**src/rtl/lspPkg.sv**
```systemverilog
package lspPkg;

	////////////////////////////////////////
	// Fixed sizes from the G.729 search
	////////////////////////////////////////

	// Last index of the cosine grid
	localparam int gridLast = 60;
	// Ten LSPs per frame
	localparam int maxRoots = 10;
	// 1.0 in Q12
	localparam int qOne = 4096;
	// Cycles from evalStart to evalDone
	localparam int evalLatency = 5;

	////////////////////////////////////////
	// Scalar types
	////////////////////////////////////////

	// Grid position, 0 to 60
	typedef logic [5:0] gridIdxT;
	// Cosine grid value, Q15
	typedef logic signed [15:0] cosT;
	// Polynomial coefficient, Q12
	typedef logic signed [15:0] coefT;
	// Recursion intermediates and results
	typedef logic signed [31:0] accT;
	// Coefficient slot, 1 to 5
	typedef logic [2:0] coefIdxT;
	// Roots found so far
	typedef logic [3:0] rootCountT;

	////////////////////////////////////////
	// Bundles
	////////////////////////////////////////

	// One polynomial, c1 in the top bits
	typedef struct packed {
		coefT c1;
		coefT c2;
		coefT c3;
		coefT c4;
		coefT c5;
	} lspPolyT;

	// Both polynomials
	typedef struct packed {
		lspPolyT f1;
		lspPolyT f2;
	} lspPolySetT;

	// One reported root
	typedef struct packed {
		logic polySel;
		gridIdxT gridIdx;
		cosT cosVal;
	} rootInfoT;

	// Search controller states
	typedef enum logic [2:0] {
		idle,
		evalLow,
		evalHigh,
		check,
		finish
	} searchStateT;

endpackage

```
**src/rtl/chebyshevEval.sv**
```systemverilog
`timescale 1ns/1ps

module chebyshevEval (
	input  logic clk,
	input  logic rstN,
	input  logic evalStart,
	input  lspPkg::cosT x,
	input  lspPkg::lspPolyT poly,
	output lspPkg::accT evalResult,
	output logic evalDone
);

	// Operands held for the whole evaluation
	lspPkg::cosT xReg;
	lspPkg::lspPolyT polyReg;
	// Recursion terms
	lspPkg::accT b1;
	lspPkg::accT b2;
	lspPkg::accT b0;
	// Sequencer
	logic running;
	logic [2:0] stepCnt;
	logic lastStep;
	// Shared multiplier and its uses
	lspPkg::accT prod;
	lspPkg::accT dblTerm;
	lspPkg::accT finalVal;
	lspPkg::coefT cSel;

	////////////////////////////////////////
	// Datapath
	////////////////////////////////////////

	// One multiplier, x * b1, 32-bit wrap
	assign prod = lspPkg::accT'(xReg) * b1;
	// 2*x*b1 in Q15 back to Q12
	assign dblTerm = (prod <<< 1) >>> 15;

	// Coefficient for the middle steps
	always_comb begin
		case (stepCnt)
			3'd1: cSel = polyReg.c2;
			3'd2: cSel = polyReg.c3;
			default: cSel = polyReg.c4;
		endcase
	end

	assign b0 = dblTerm - b2 + lspPkg::accT'(cSel);
	// Last term uses x*b1 once and half of c5
	assign finalVal = (prod >>> 15) - b2 + (lspPkg::accT'(polyReg.c5) >>> 1);

	// Step evalLatency-1 produces the result
	assign lastStep = (stepCnt == 3'(lspPkg::evalLatency - 1));

	////////////////////////////////////////
	// Control
	////////////////////////////////////////

	always_ff @(posedge clk) begin
		if (!rstN) begin
			running <= 1'b0;
			stepCnt <= '0;
			evalDone <= 1'b0;
		end else begin
			evalDone <= 1'b0;
			if (evalStart) begin
				// Init happens on the capture edge
				running <= 1'b1;
				stepCnt <= 3'd1;
			end else if (running) begin
				if (lastStep) begin
					running <= 1'b0;
					stepCnt <= '0;
					evalDone <= 1'b1;
				end else begin
					stepCnt <= stepCnt + 3'd1;
				end
			end
		end
	end

	// Operand capture and recursion update
	always_ff @(posedge clk) begin
		if (evalStart) begin
			xReg <= x;
			polyReg <= poly;
			b2 <= lspPkg::accT'(lspPkg::qOne);
			b1 <= (lspPkg::accT'(x) >>> 2) + lspPkg::accT'(poly.c1);
		end else if (running) begin
			if (lastStep) begin
				evalResult <= finalVal;
			end else begin
				b2 <= b1;
				b1 <= b0;
			end
		end
	end

endmodule

```
**src/rtl/gridPointsMem.sv**
```systemverilog
`timescale 1ns/1ps

module gridPointsMem (
	input  lspPkg::gridIdxT gridIdx,
	output lspPkg::cosT cosVal
);

	// Cosine grid, cos(pi*i/60) in Q15
	// Second half mirrors the first with negated values
	always_comb begin
		cosVal = '0;
		case (gridIdx)
			6'd0: cosVal = 16'sd32760;
			6'd1: cosVal = 16'sd32723;
			6'd2: cosVal = 16'sd32588;
			6'd3: cosVal = 16'sd32364;
			6'd4: cosVal = 16'sd32051;
			6'd5: cosVal = 16'sd31651;
			6'd6: cosVal = 16'sd31164;
			6'd7: cosVal = 16'sd30591;
			6'd8: cosVal = 16'sd29935;
			6'd9: cosVal = 16'sd29196;
			6'd10: cosVal = 16'sd28377;
			6'd11: cosVal = 16'sd27481;
			6'd12: cosVal = 16'sd26509;
			6'd13: cosVal = 16'sd25465;
			6'd14: cosVal = 16'sd24351;
			6'd15: cosVal = 16'sd23170;
			6'd16: cosVal = 16'sd21926;
			6'd17: cosVal = 16'sd20621;
			6'd18: cosVal = 16'sd19260;
			6'd19: cosVal = 16'sd17846;
			6'd20: cosVal = 16'sd16384;
			6'd21: cosVal = 16'sd14876;
			6'd22: cosVal = 16'sd13327;
			6'd23: cosVal = 16'sd11743;
			6'd24: cosVal = 16'sd10125;
			6'd25: cosVal = 16'sd8480;
			6'd26: cosVal = 16'sd6812;
			6'd27: cosVal = 16'sd5126;
			6'd28: cosVal = 16'sd3425;
			6'd29: cosVal = 16'sd1714;
			// Quarter turn
			6'd30: cosVal = 16'sd0;
			6'd31: cosVal = -16'sd1714;
			6'd32: cosVal = -16'sd3425;
			6'd33: cosVal = -16'sd5126;
			6'd34: cosVal = -16'sd6812;
			6'd35: cosVal = -16'sd8480;
			6'd36: cosVal = -16'sd10125;
			6'd37: cosVal = -16'sd11743;
			6'd38: cosVal = -16'sd13327;
			6'd39: cosVal = -16'sd14876;
			6'd40: cosVal = -16'sd16384;
			6'd41: cosVal = -16'sd17846;
			6'd42: cosVal = -16'sd19260;
			6'd43: cosVal = -16'sd20621;
			6'd44: cosVal = -16'sd21926;
			6'd45: cosVal = -16'sd23170;
			6'd46: cosVal = -16'sd24351;
			6'd47: cosVal = -16'sd25465;
			6'd48: cosVal = -16'sd26509;
			6'd49: cosVal = -16'sd27481;
			6'd50: cosVal = -16'sd28377;
			6'd51: cosVal = -16'sd29196;
			6'd52: cosVal = -16'sd29935;
			6'd53: cosVal = -16'sd30591;
			6'd54: cosVal = -16'sd31164;
			6'd55: cosVal = -16'sd31651;
			6'd56: cosVal = -16'sd32051;
			6'd57: cosVal = -16'sd32364;
			6'd58: cosVal = -16'sd32588;
			6'd59: cosVal = -16'sd32723;
			6'd60: cosVal = -16'sd32760;
			// Off the end of the grid
			default: cosVal = '0;
		endcase
	end

endmodule

```
**src/rtl/lspCoefLoader.sv**
```systemverilog
`timescale 1ns/1ps

module lspCoefLoader (
	input  logic clk,
	input  logic rstN,
	input  logic coefWrite,
	input  logic coefPoly,
	input  lspPkg::coefIdxT coefIdx,
	input  lspPkg::coefT coefData,
	output lspPkg::lspPolySetT polys
);

	// Replace one slot of a polynomial
	// Slot numbers outside 1 to 5 leave it untouched
	function automatic lspPkg::lspPolyT setCoef(
		input lspPkg::lspPolyT cur,
		input lspPkg::coefIdxT idx,
		input lspPkg::coefT val
	);
		lspPkg::lspPolyT upd;
		upd = cur;
		case (idx)
			3'd1: upd.c1 = val;
			3'd2: upd.c2 = val;
			3'd3: upd.c3 = val;
			3'd4: upd.c4 = val;
			3'd5: upd.c5 = val;
			default: upd = cur;
		endcase
		return upd;
	endfunction

	////////////////////////////////////////
	// Coefficient register file
	////////////////////////////////////////

	always_ff @(posedge clk) begin
		if (!rstN) begin
			polys <= '0;
		end else if (coefWrite) begin
			// coefPoly picks F2 when high
			if (coefPoly) begin
				polys.f2 <= setCoef(polys.f2, coefIdx, coefData);
			end else begin
				polys.f1 <= setCoef(polys.f1, coefIdx, coefData);
			end
		end
	end

endmodule

```
**src/rtl/lspRootOut.sv**
```systemverilog
`timescale 1ns/1ps

module lspRootOut (
	input  logic clk,
	input  logic rstN,
	input  logic start,
	input  logic rootFound,
	input  lspPkg::rootInfoT root,
	input  logic searchEnd,
	input  lspPkg::rootCountT rdIdx,
	output logic rootValid,
	output lspPkg::rootInfoT rootInfo,
	output logic rootsFull,
	output logic searchDone,
	output lspPkg::rootCountT rootCount,
	output lspPkg::rootInfoT rdData
);

	// Ten result slots, one per LSP
	lspPkg::rootInfoT resultMem [lspPkg::maxRoots];
	// Tracks a running search so a stray start does not clear the count
	logic searching;

	assign rootsFull = (rootCount == lspPkg::rootCountT'(lspPkg::maxRoots));
	// Readback, zero past the last slot
	assign rdData = (rdIdx < lspPkg::rootCountT'(lspPkg::maxRoots)) ? resultMem[rdIdx] : '0;

	////////////////////////////////////////
	// Counter and strobes
	////////////////////////////////////////

	always_ff @(posedge clk) begin
		if (!rstN) begin
			rootValid <= 1'b0;
			searchDone <= 1'b0;
			rootCount <= '0;
			searching <= 1'b0;
		end else begin
			rootValid <= rootFound;
			searchDone <= searchEnd;
			if (start && !searching) begin
				searching <= 1'b1;
				rootCount <= '0;
			end else begin
				if (rootFound && !rootsFull) begin
					rootCount <= rootCount + 4'd1;
				end
				if (searchEnd) begin
					searching <= 1'b0;
				end
			end
		end
	end

	// Streamed copy and stored copy
	always_ff @(posedge clk) begin
		if (rootFound) begin
			rootInfo <= root;
		end
		if (rootFound && !rootsFull) begin
			resultMem[rootCount] <= root;
		end
	end

endmodule

```
**src/rtl/lspRootSearch.sv**
```systemverilog
`timescale 1ns/1ps

module lspRootSearch (
	input  logic clk,
	input  logic rstN,
	input  logic start,
	input  logic coefWrite,
	input  logic coefPoly,
	input  lspPkg::coefIdxT coefIdx,
	input  lspPkg::coefT coefData,
	input  lspPkg::rootCountT rdIdx,
	output logic busy,
	output logic rootValid,
	output lspPkg::rootInfoT rootInfo,
	output logic searchDone,
	output lspPkg::rootCountT rootCount,
	output lspPkg::rootInfoT rdData
);

	// Loader to controller
	lspPkg::lspPolySetT polys;
	// Controller to ROM and evaluator
	lspPkg::gridIdxT gridIdx;
	lspPkg::cosT cosVal;
	logic evalStart;
	lspPkg::cosT evalX;
	lspPkg::lspPolyT evalPoly;
	lspPkg::accT evalResult;
	logic evalDone;
	// Controller to output side
	logic rootFound;
	lspPkg::rootInfoT root;
	logic searchEnd;
	logic rootsFull;

	////////////////////////////////////////
	// Input side
	////////////////////////////////////////

	lspCoefLoader uLoader (
		.clk(clk),
		.rstN(rstN),
		.coefWrite(coefWrite),
		.coefPoly(coefPoly),
		.coefIdx(coefIdx),
		.coefData(coefData),
		.polys(polys)
	);

	////////////////////////////////////////
	// Search and evaluation
	////////////////////////////////////////

	rootSearchCtrl uCtrl (
		.clk(clk),
		.rstN(rstN),
		.start(start),
		.polys(polys),
		.cosVal(cosVal),
		.evalResult(evalResult),
		.evalDone(evalDone),
		.rootsFull(rootsFull),
		.gridIdx(gridIdx),
		.evalStart(evalStart),
		.evalX(evalX),
		.evalPoly(evalPoly),
		.rootFound(rootFound),
		.root(root),
		.searchEnd(searchEnd),
		.busy(busy)
	);

	gridPointsMem uGrid (
		.gridIdx(gridIdx),
		.cosVal(cosVal)
	);

	chebyshevEval uEval (
		.clk(clk),
		.rstN(rstN),
		.evalStart(evalStart),
		.x(evalX),
		.poly(evalPoly),
		.evalResult(evalResult),
		.evalDone(evalDone)
	);

	////////////////////////////////////////
	// Output side
	////////////////////////////////////////

	lspRootOut uOut (
		.clk(clk),
		.rstN(rstN),
		.start(start),
		.rootFound(rootFound),
		.root(root),
		.searchEnd(searchEnd),
		.rdIdx(rdIdx),
		.rootValid(rootValid),
		.rootInfo(rootInfo),
		.rootsFull(rootsFull),
		.searchDone(searchDone),
		.rootCount(rootCount),
		.rdData(rdData)
	);

endmodule

```
**src/rtl/rootSearchCtrl.sv**
```systemverilog
`timescale 1ns/1ps

module rootSearchCtrl (
	input  logic clk,
	input  logic rstN,
	input  logic start,
	input  lspPkg::lspPolySetT polys,
	input  lspPkg::cosT cosVal,
	input  lspPkg::accT evalResult,
	input  logic evalDone,
	input  logic rootsFull,
	output lspPkg::gridIdxT gridIdx,
	output logic evalStart,
	output lspPkg::cosT evalX,
	output lspPkg::lspPolyT evalPoly,
	output logic rootFound,
	output lspPkg::rootInfoT root,
	output logic searchEnd,
	output logic busy
);

	lspPkg::searchStateT state;
	// Upper grid index of the interval under test
	lspPkg::gridIdxT j;
	// 0 for F1, 1 for F2
	logic curPoly;
	// Polynomial values at both interval ends
	lspPkg::accT yLow;
	lspPkg::accT yHigh;
	logic signChange;

	// Evaluator sees the ROM output and the selected set directly
	assign evalX = cosVal;
	assign evalPoly = curPoly ? polys.f2 : polys.f1;

	assign signChange = yLow[31] ^ yHigh[31];
	assign searchEnd = (state == lspPkg::finish);
	// Drops in the cycle searchDone shows
	assign busy = (state != lspPkg::idle);

	////////////////////////////////////////
	// Grid walk
	////////////////////////////////////////

	always_ff @(posedge clk) begin
		if (!rstN) begin
			state <= lspPkg::idle;
			j <= '0;
			curPoly <= 1'b0;
			gridIdx <= '0;
			evalStart <= 1'b0;
			rootFound <= 1'b0;
		end else begin
			// Single-cycle strobes
			evalStart <= 1'b0;
			rootFound <= 1'b0;
			case (state)
				lspPkg::idle: begin
					if (start) begin
						// F1 at grid[0] first
						curPoly <= 1'b0;
						j <= 6'd1;
						gridIdx <= '0;
						evalStart <= 1'b1;
						state <= lspPkg::evalLow;
					end
				end
				lspPkg::evalLow: begin
					if (evalDone) begin
						yLow <= evalResult;
						// Ten roots stored, stop here
						if (rootsFull) begin
							state <= lspPkg::finish;
						end else begin
							gridIdx <= j;
							evalStart <= 1'b1;
							state <= lspPkg::evalHigh;
						end
					end
				end
				lspPkg::evalHigh: begin
					if (evalDone) begin
						yHigh <= evalResult;
						// Point ROM at the lower end for a possible root
						gridIdx <= j - 6'd1;
						state <= lspPkg::check;
					end
				end
				lspPkg::check: begin
					if (signChange) begin
						// Root at j-1, ROM already shows its cosine
						rootFound <= 1'b1;
						root <= '{polySel: curPoly, gridIdx: gridIdx, cosVal: cosVal};
						// Other polynomial, re-evaluate grid[j-1]
						curPoly <= ~curPoly;
						evalStart <= 1'b1;
						state <= lspPkg::evalLow;
					end else if (j == lspPkg::gridIdxT'(lspPkg::gridLast)) begin
						// Grid exhausted
						state <= lspPkg::finish;
					end else begin
						yLow <= yHigh;
						j <= j + 6'd1;
						gridIdx <= j + 6'd1;
						evalStart <= 1'b1;
						state <= lspPkg::evalHigh;
					end
				end
				lspPkg::finish: begin
					state <= lspPkg::idle;
				end
				default: begin
					state <= lspPkg::idle;
				end
			endcase
		end
	end

endmodule

```
**config.mk**
```make
export PLATFORM = sky130hd
export DESIGN_NAME = lspRootSearch
export DESIGN_NICKNAME = d
export VERILOG_FILES = /design/src/rtl/lspPkg.sv /design/src/rtl/chebyshevEval.sv /design/src/rtl/gridPointsMem.sv /design/src/rtl/lspCoefLoader.sv /design/src/rtl/lspRootOut.sv /design/src/rtl/lspRootSearch.sv /design/src/rtl/rootSearchCtrl.sv
export SDC_FILE = /design/constraint.sdc
export NUM_CORES = 2
export LEC_CHECK = 0
export ABC_AREA = 1
export BUFFER_PORTS_ARGS = -buffer_cell sky130_fd_sc_hd__buf_4
export CORE_MARGIN = 10
export CORE_UTILIZATION = 45
export CTS_CLUSTER_SIZE = 16
export DETAILED_ROUTE_END_ITERATION = 8
export PLACE_DENSITY_LB_ADDON = 0.3
export SETUP_SLACK_MARGIN = 0.15
export SYNTH_ARGS = -nofsm -noshare
export SYNTH_HDL_FRONTEND = slang
export SYNTH_SLANG_ARGS = --single-unit
```
**constraint.sdc**
```tcl
create_clock -name clk -period 9.9 [get_ports clk]
set_input_delay 0 -clock clk [delete_from_list [all_inputs] [get_ports clk]]
set_output_delay 0 -clock clk [all_outputs]
set_load 0.01 [all_outputs]
```
==> flow_summary_export.csv <==
group,metric,value,unit
placed_design,place.gp.congestion,0.939,
cells_and_area,drive_gt1_share,6.28,%
die,coreArea,93300,um2
worst_setup_path,cp-end-kind,"register",
synthesis,synth_nets,5509,
cells_and_area,fin_util,49.6,%
die,die_h,327,um
cells_and_area,ff_latch_area,16400,um2
worst_setup_path,timing.rr.end,"uEval.b1[20]$_DFFE_PP_",
synthesis,avgSynthCellArea,8.60,um2
synthesis,synth_top_area_cell,"edfxtp_1",
cells_and_area,multi_input_area,21900,um2
sta,period_needed,9.19,ns
worst_setup_path,r2r-start,"uEval.xReg[4]$_DFFE_PP_",
worst_setup_path,start_kind,"register",
cts,clk_latency,0.65,ns
synthesis,yosysSeqAreaShare,38.8,%
drt,wl_per_cell,18.7,um
sta,setup_tns,0,ns
sta,hold_viol,0,
die,row_count,112,
worst_hold_path,whs_path_depth,5,
cts,clockBufferDepth,3,
cts,cts.clk_slew.worst_paths,0.07,ns
cells_and_area,n_fill_cell,8858,
cts,cts_tree,"done",
drt,wl,116000,um
worst_setup_path,crit_path_max_fanout,28,
placed_design,dp.cells,6080,
placed_design,port_buffers,80,
drt,routed_via_density,5.25,
cells_and_area,stdcell_count,6221,
worst_setup_path,required,10.31,ns
worst_setup_path,slowest_delay,1.10,ns
sta,max_freq,0.109,GHz
die,chipWidth,327,um
synthesis,synthDistinctLibCells,55,
sta,fin_worst_skew,0.0184,ns
worst_setup_path,critPathKind,"register to register",
sta,rsz0062_at_grt,"false",
synthesis,async_flop_share,0,%
run_status,status,"finished, final reports clean",
cts,h-tree-depth,2,
sta,finalCritPeriodShare,92.8,%
worst_setup_path,ff2ff_setup_slack,0.71,ns
cells_and_area,mostFrequentLayoutCells,"1075 x nand2_1, 805 x inv_1, 537 x nor2_1",
worst_setup_path,rr_worst_depth,34,
drt,vias,32700,
synthesis,synth_area_leaders,"edfxtp_1 28%, fa_1 17%, dfxtp_1 11%",
synthesis,synthFlopType,"edfxtp_1",
cells_and_area,fin_area,46300,um2
worst_setup_path,arrival,9.60,ns
drt,firstDrtPassIters,5,
synthesis,synth_area,42300,um2
placed_design,placed_cell_area,44100,um2
synthesis,synth_top_area_share,27.7,%
global_routing,grt.overflow.total,0,
synthesis,ys_warn_count,0,
worst_hold_path,whs_endpoint,"uLoader.polys[19]$_SDFFE_PN0P_",
drt,first_iter_violations,2694,
global_routing,grt_usage,21.5,%
drt,drc,0,
sta,final_max_slew_viol_count,0,
placed_design,place_hpwl,82300,um
cells_and_area,syn2layout_area_growth,9.32,%
global_routing,grt_max_degree,99,
synthesis,ys_seq_elements,626,
cts,cts_sinks,626,
cells_and_area,layout_commonest_cell,"nand2_1",
die,dieArea,107000,um2
worst_setup_path,cp_common_cell,"fa_1",
synthesis,synth_enable_flop_cells,390,
cells_and_area,layout.nets,5500,
cts,ctsResizeCount,0,
global_routing,grt_pass1_wl,184000,um
global_routing,grt_antenna_before_repair,1,
worst_setup_path,crit_slowest_cell,"edfxtp_1",
global_routing,grt_pass1_vias,32400,
sta,slew_headroom,20.5,%
sta,worstMarginPinSlew,1.19,ns
synthesis,syn_inst,4925,
worst_hold_path,hp-start,"coefIdx[1]",
drt,ant_nets,0,
sta,setup_viol,0,
die,initial_core_util,45.4,%
run,maxCapViolations,0,
die,ios,81,
cts,cts_root_buf,"clkbuf_16",
worst_hold_path,hold_path.class,"input pin to register",
cts,numCtsBuffers,61,
==> logic make-up after synthesis <==
logic type / synth area share [%]
and+or+nand+nor: 17.8
adders and majority gates: 22.9
muxes: 0.0236
DFF: 38.8
buffers and inverters: 9.57
AOI/OAI and AO/OA: 10.1
xor gates and xnor gates: 0.845
==> synthesized netlist by cell type (5+ instances only) <==
| cell | count |
|---|---|
| nor3_1 | 32 |
| o211ai_1 | 6 |
| o21ai_0 | 385 |
| nand2_1 | 1077 |
| nor2_1 | 540 |
| edfxtp_1 | 390 |
| xor2_1 | 21 |
| a31oi_1 | 11 |
| o21ai_1 | 13 |
| nor4_1 | 7 |
| nand3_1 | 144 |
| nand3b_1 | 5 |
| fa_1 | 365 |
| buf_6 | 5 |
| o221ai_1 | 25 |
| inv_1 | 805 |
| nor2_2 | 5 |
| xnor2_1 | 18 |
| nand4_1 | 19 |
| o22ai_1 | 5 |
| nand3_2 | 5 |
| a21o_1 | 13 |
| or2_2 | 14 |
| o311ai_0 | 23 |
| nand2_2 | 16 |
| a21oi_1 | 240 |
| clkbuf_1 | 191 |
| ha_1 | 191 |
| a211oi_1 | 9 |
| a22o_1 | 9 |
| o21bai_1 | 7 |
| buf_1 | 30 |
| dfxtp_1 | 236 |
| inv_2 | 8 |
| buf_2 | 11 |
==> what timing repair did <==
item / 4_1_cts / 5_1_grt
hold buffers: 26 / 0
endpoints found under the hold margin: 168 / 0
setup buffers: 0 / 1
setup endpoints to repair: 0 / 2
==> per-stage QoR <==
stage | setup WS [ns] | hold slack, ns
global route | 0.166 | 0.0638
CTS | 0.705 | 0.0102
detailed placement | 0.773 | 0.278
finish | 0.711 | 0.0464
global placement | 0.645 | 0.273
floorplan | 1.85 | 0.144
==> sequential cells by signal (all words and copies together) (netlist names), 3 cells and up <==
register / flops
uOut.resultMem: 230
uCtrl.j: 6
uCtrl.root: 23
uOut.rootInfo: 23
uOut.rootCount: 4
uEval.stepCnt: 3
uEval.b2: 32
uCtrl.state: 3
uEval.xReg: 16
uLoader.polys: 158
uEval.b1: 32
uGrid.cosVal: 16
uCtrl.gridIdx: 6
uEval.polyReg: 63
==> layer usage <==
metal	up-vias	share of wire (%)	GRT usage [%]
li1	15600	-	-
met5	-	0.011	0
met1	15900	44	29.9
met4	2	2.4	5.89
met3	158	6.2	2.37
met2	996	47	35.3
==> final cells by class <==
type                    count  share of cell area (%)
multi-input cells        3239                    47.3
flip-flops and latches    626                    35.5
inverters                 819                    6.66
clock buffers              85                    3.67
well taps                1254                    3.39
repair buffers            169                    2.90
clock inverters            28                   0.527
diodes                      1                 0.00541
==> worst max path at each step <==
stage | start | to | cells after the start
CTS | uEval.xReg[3]$_DFFE_PP_ | uEval.b1[20]$_DFFE_PP_ | 32
finish | uEval.xReg[4]$_DFFE_PP_ | uEval.b1[20]$_DFFE_PP_ | 34
detailed placement | uEval.xReg[3]$_DFFE_PP_ | uEval.b1[20]$_DFFE_PP_ | 32
global route | uEval.xReg[6]$_DFFE_PP_ | uEval.b1[18]$_DFFE_PP_ | 33
global placement | uEval.xReg[3]$_DFFE_PP_ | uEval.b1[18]$_DFFE_PP_ | 31
floorplan | uEval.xReg[1]$_DFFE_PP_ | uEval.b1[27]$_DFFE_PP_ | 34
==> critical path, delay by kind of cell (launching register included) <==
| family | cells | cell delay, ns |
|---|---|---|
| flip-flops | 1 | 1.10 |
| buffers and inverters | 6 | 0.42 |
| AO/OA/AOI/OAI | 9 | 1.87 |
| adder cells (fa/ha/maj) | 9 | 4.00 |
| AND/OR/NAND/NOR | 10 | 1.52 |
Power is not shown: default switching activity piles up to over one toggle a cycle in this logic, so the estimate is an artifact.
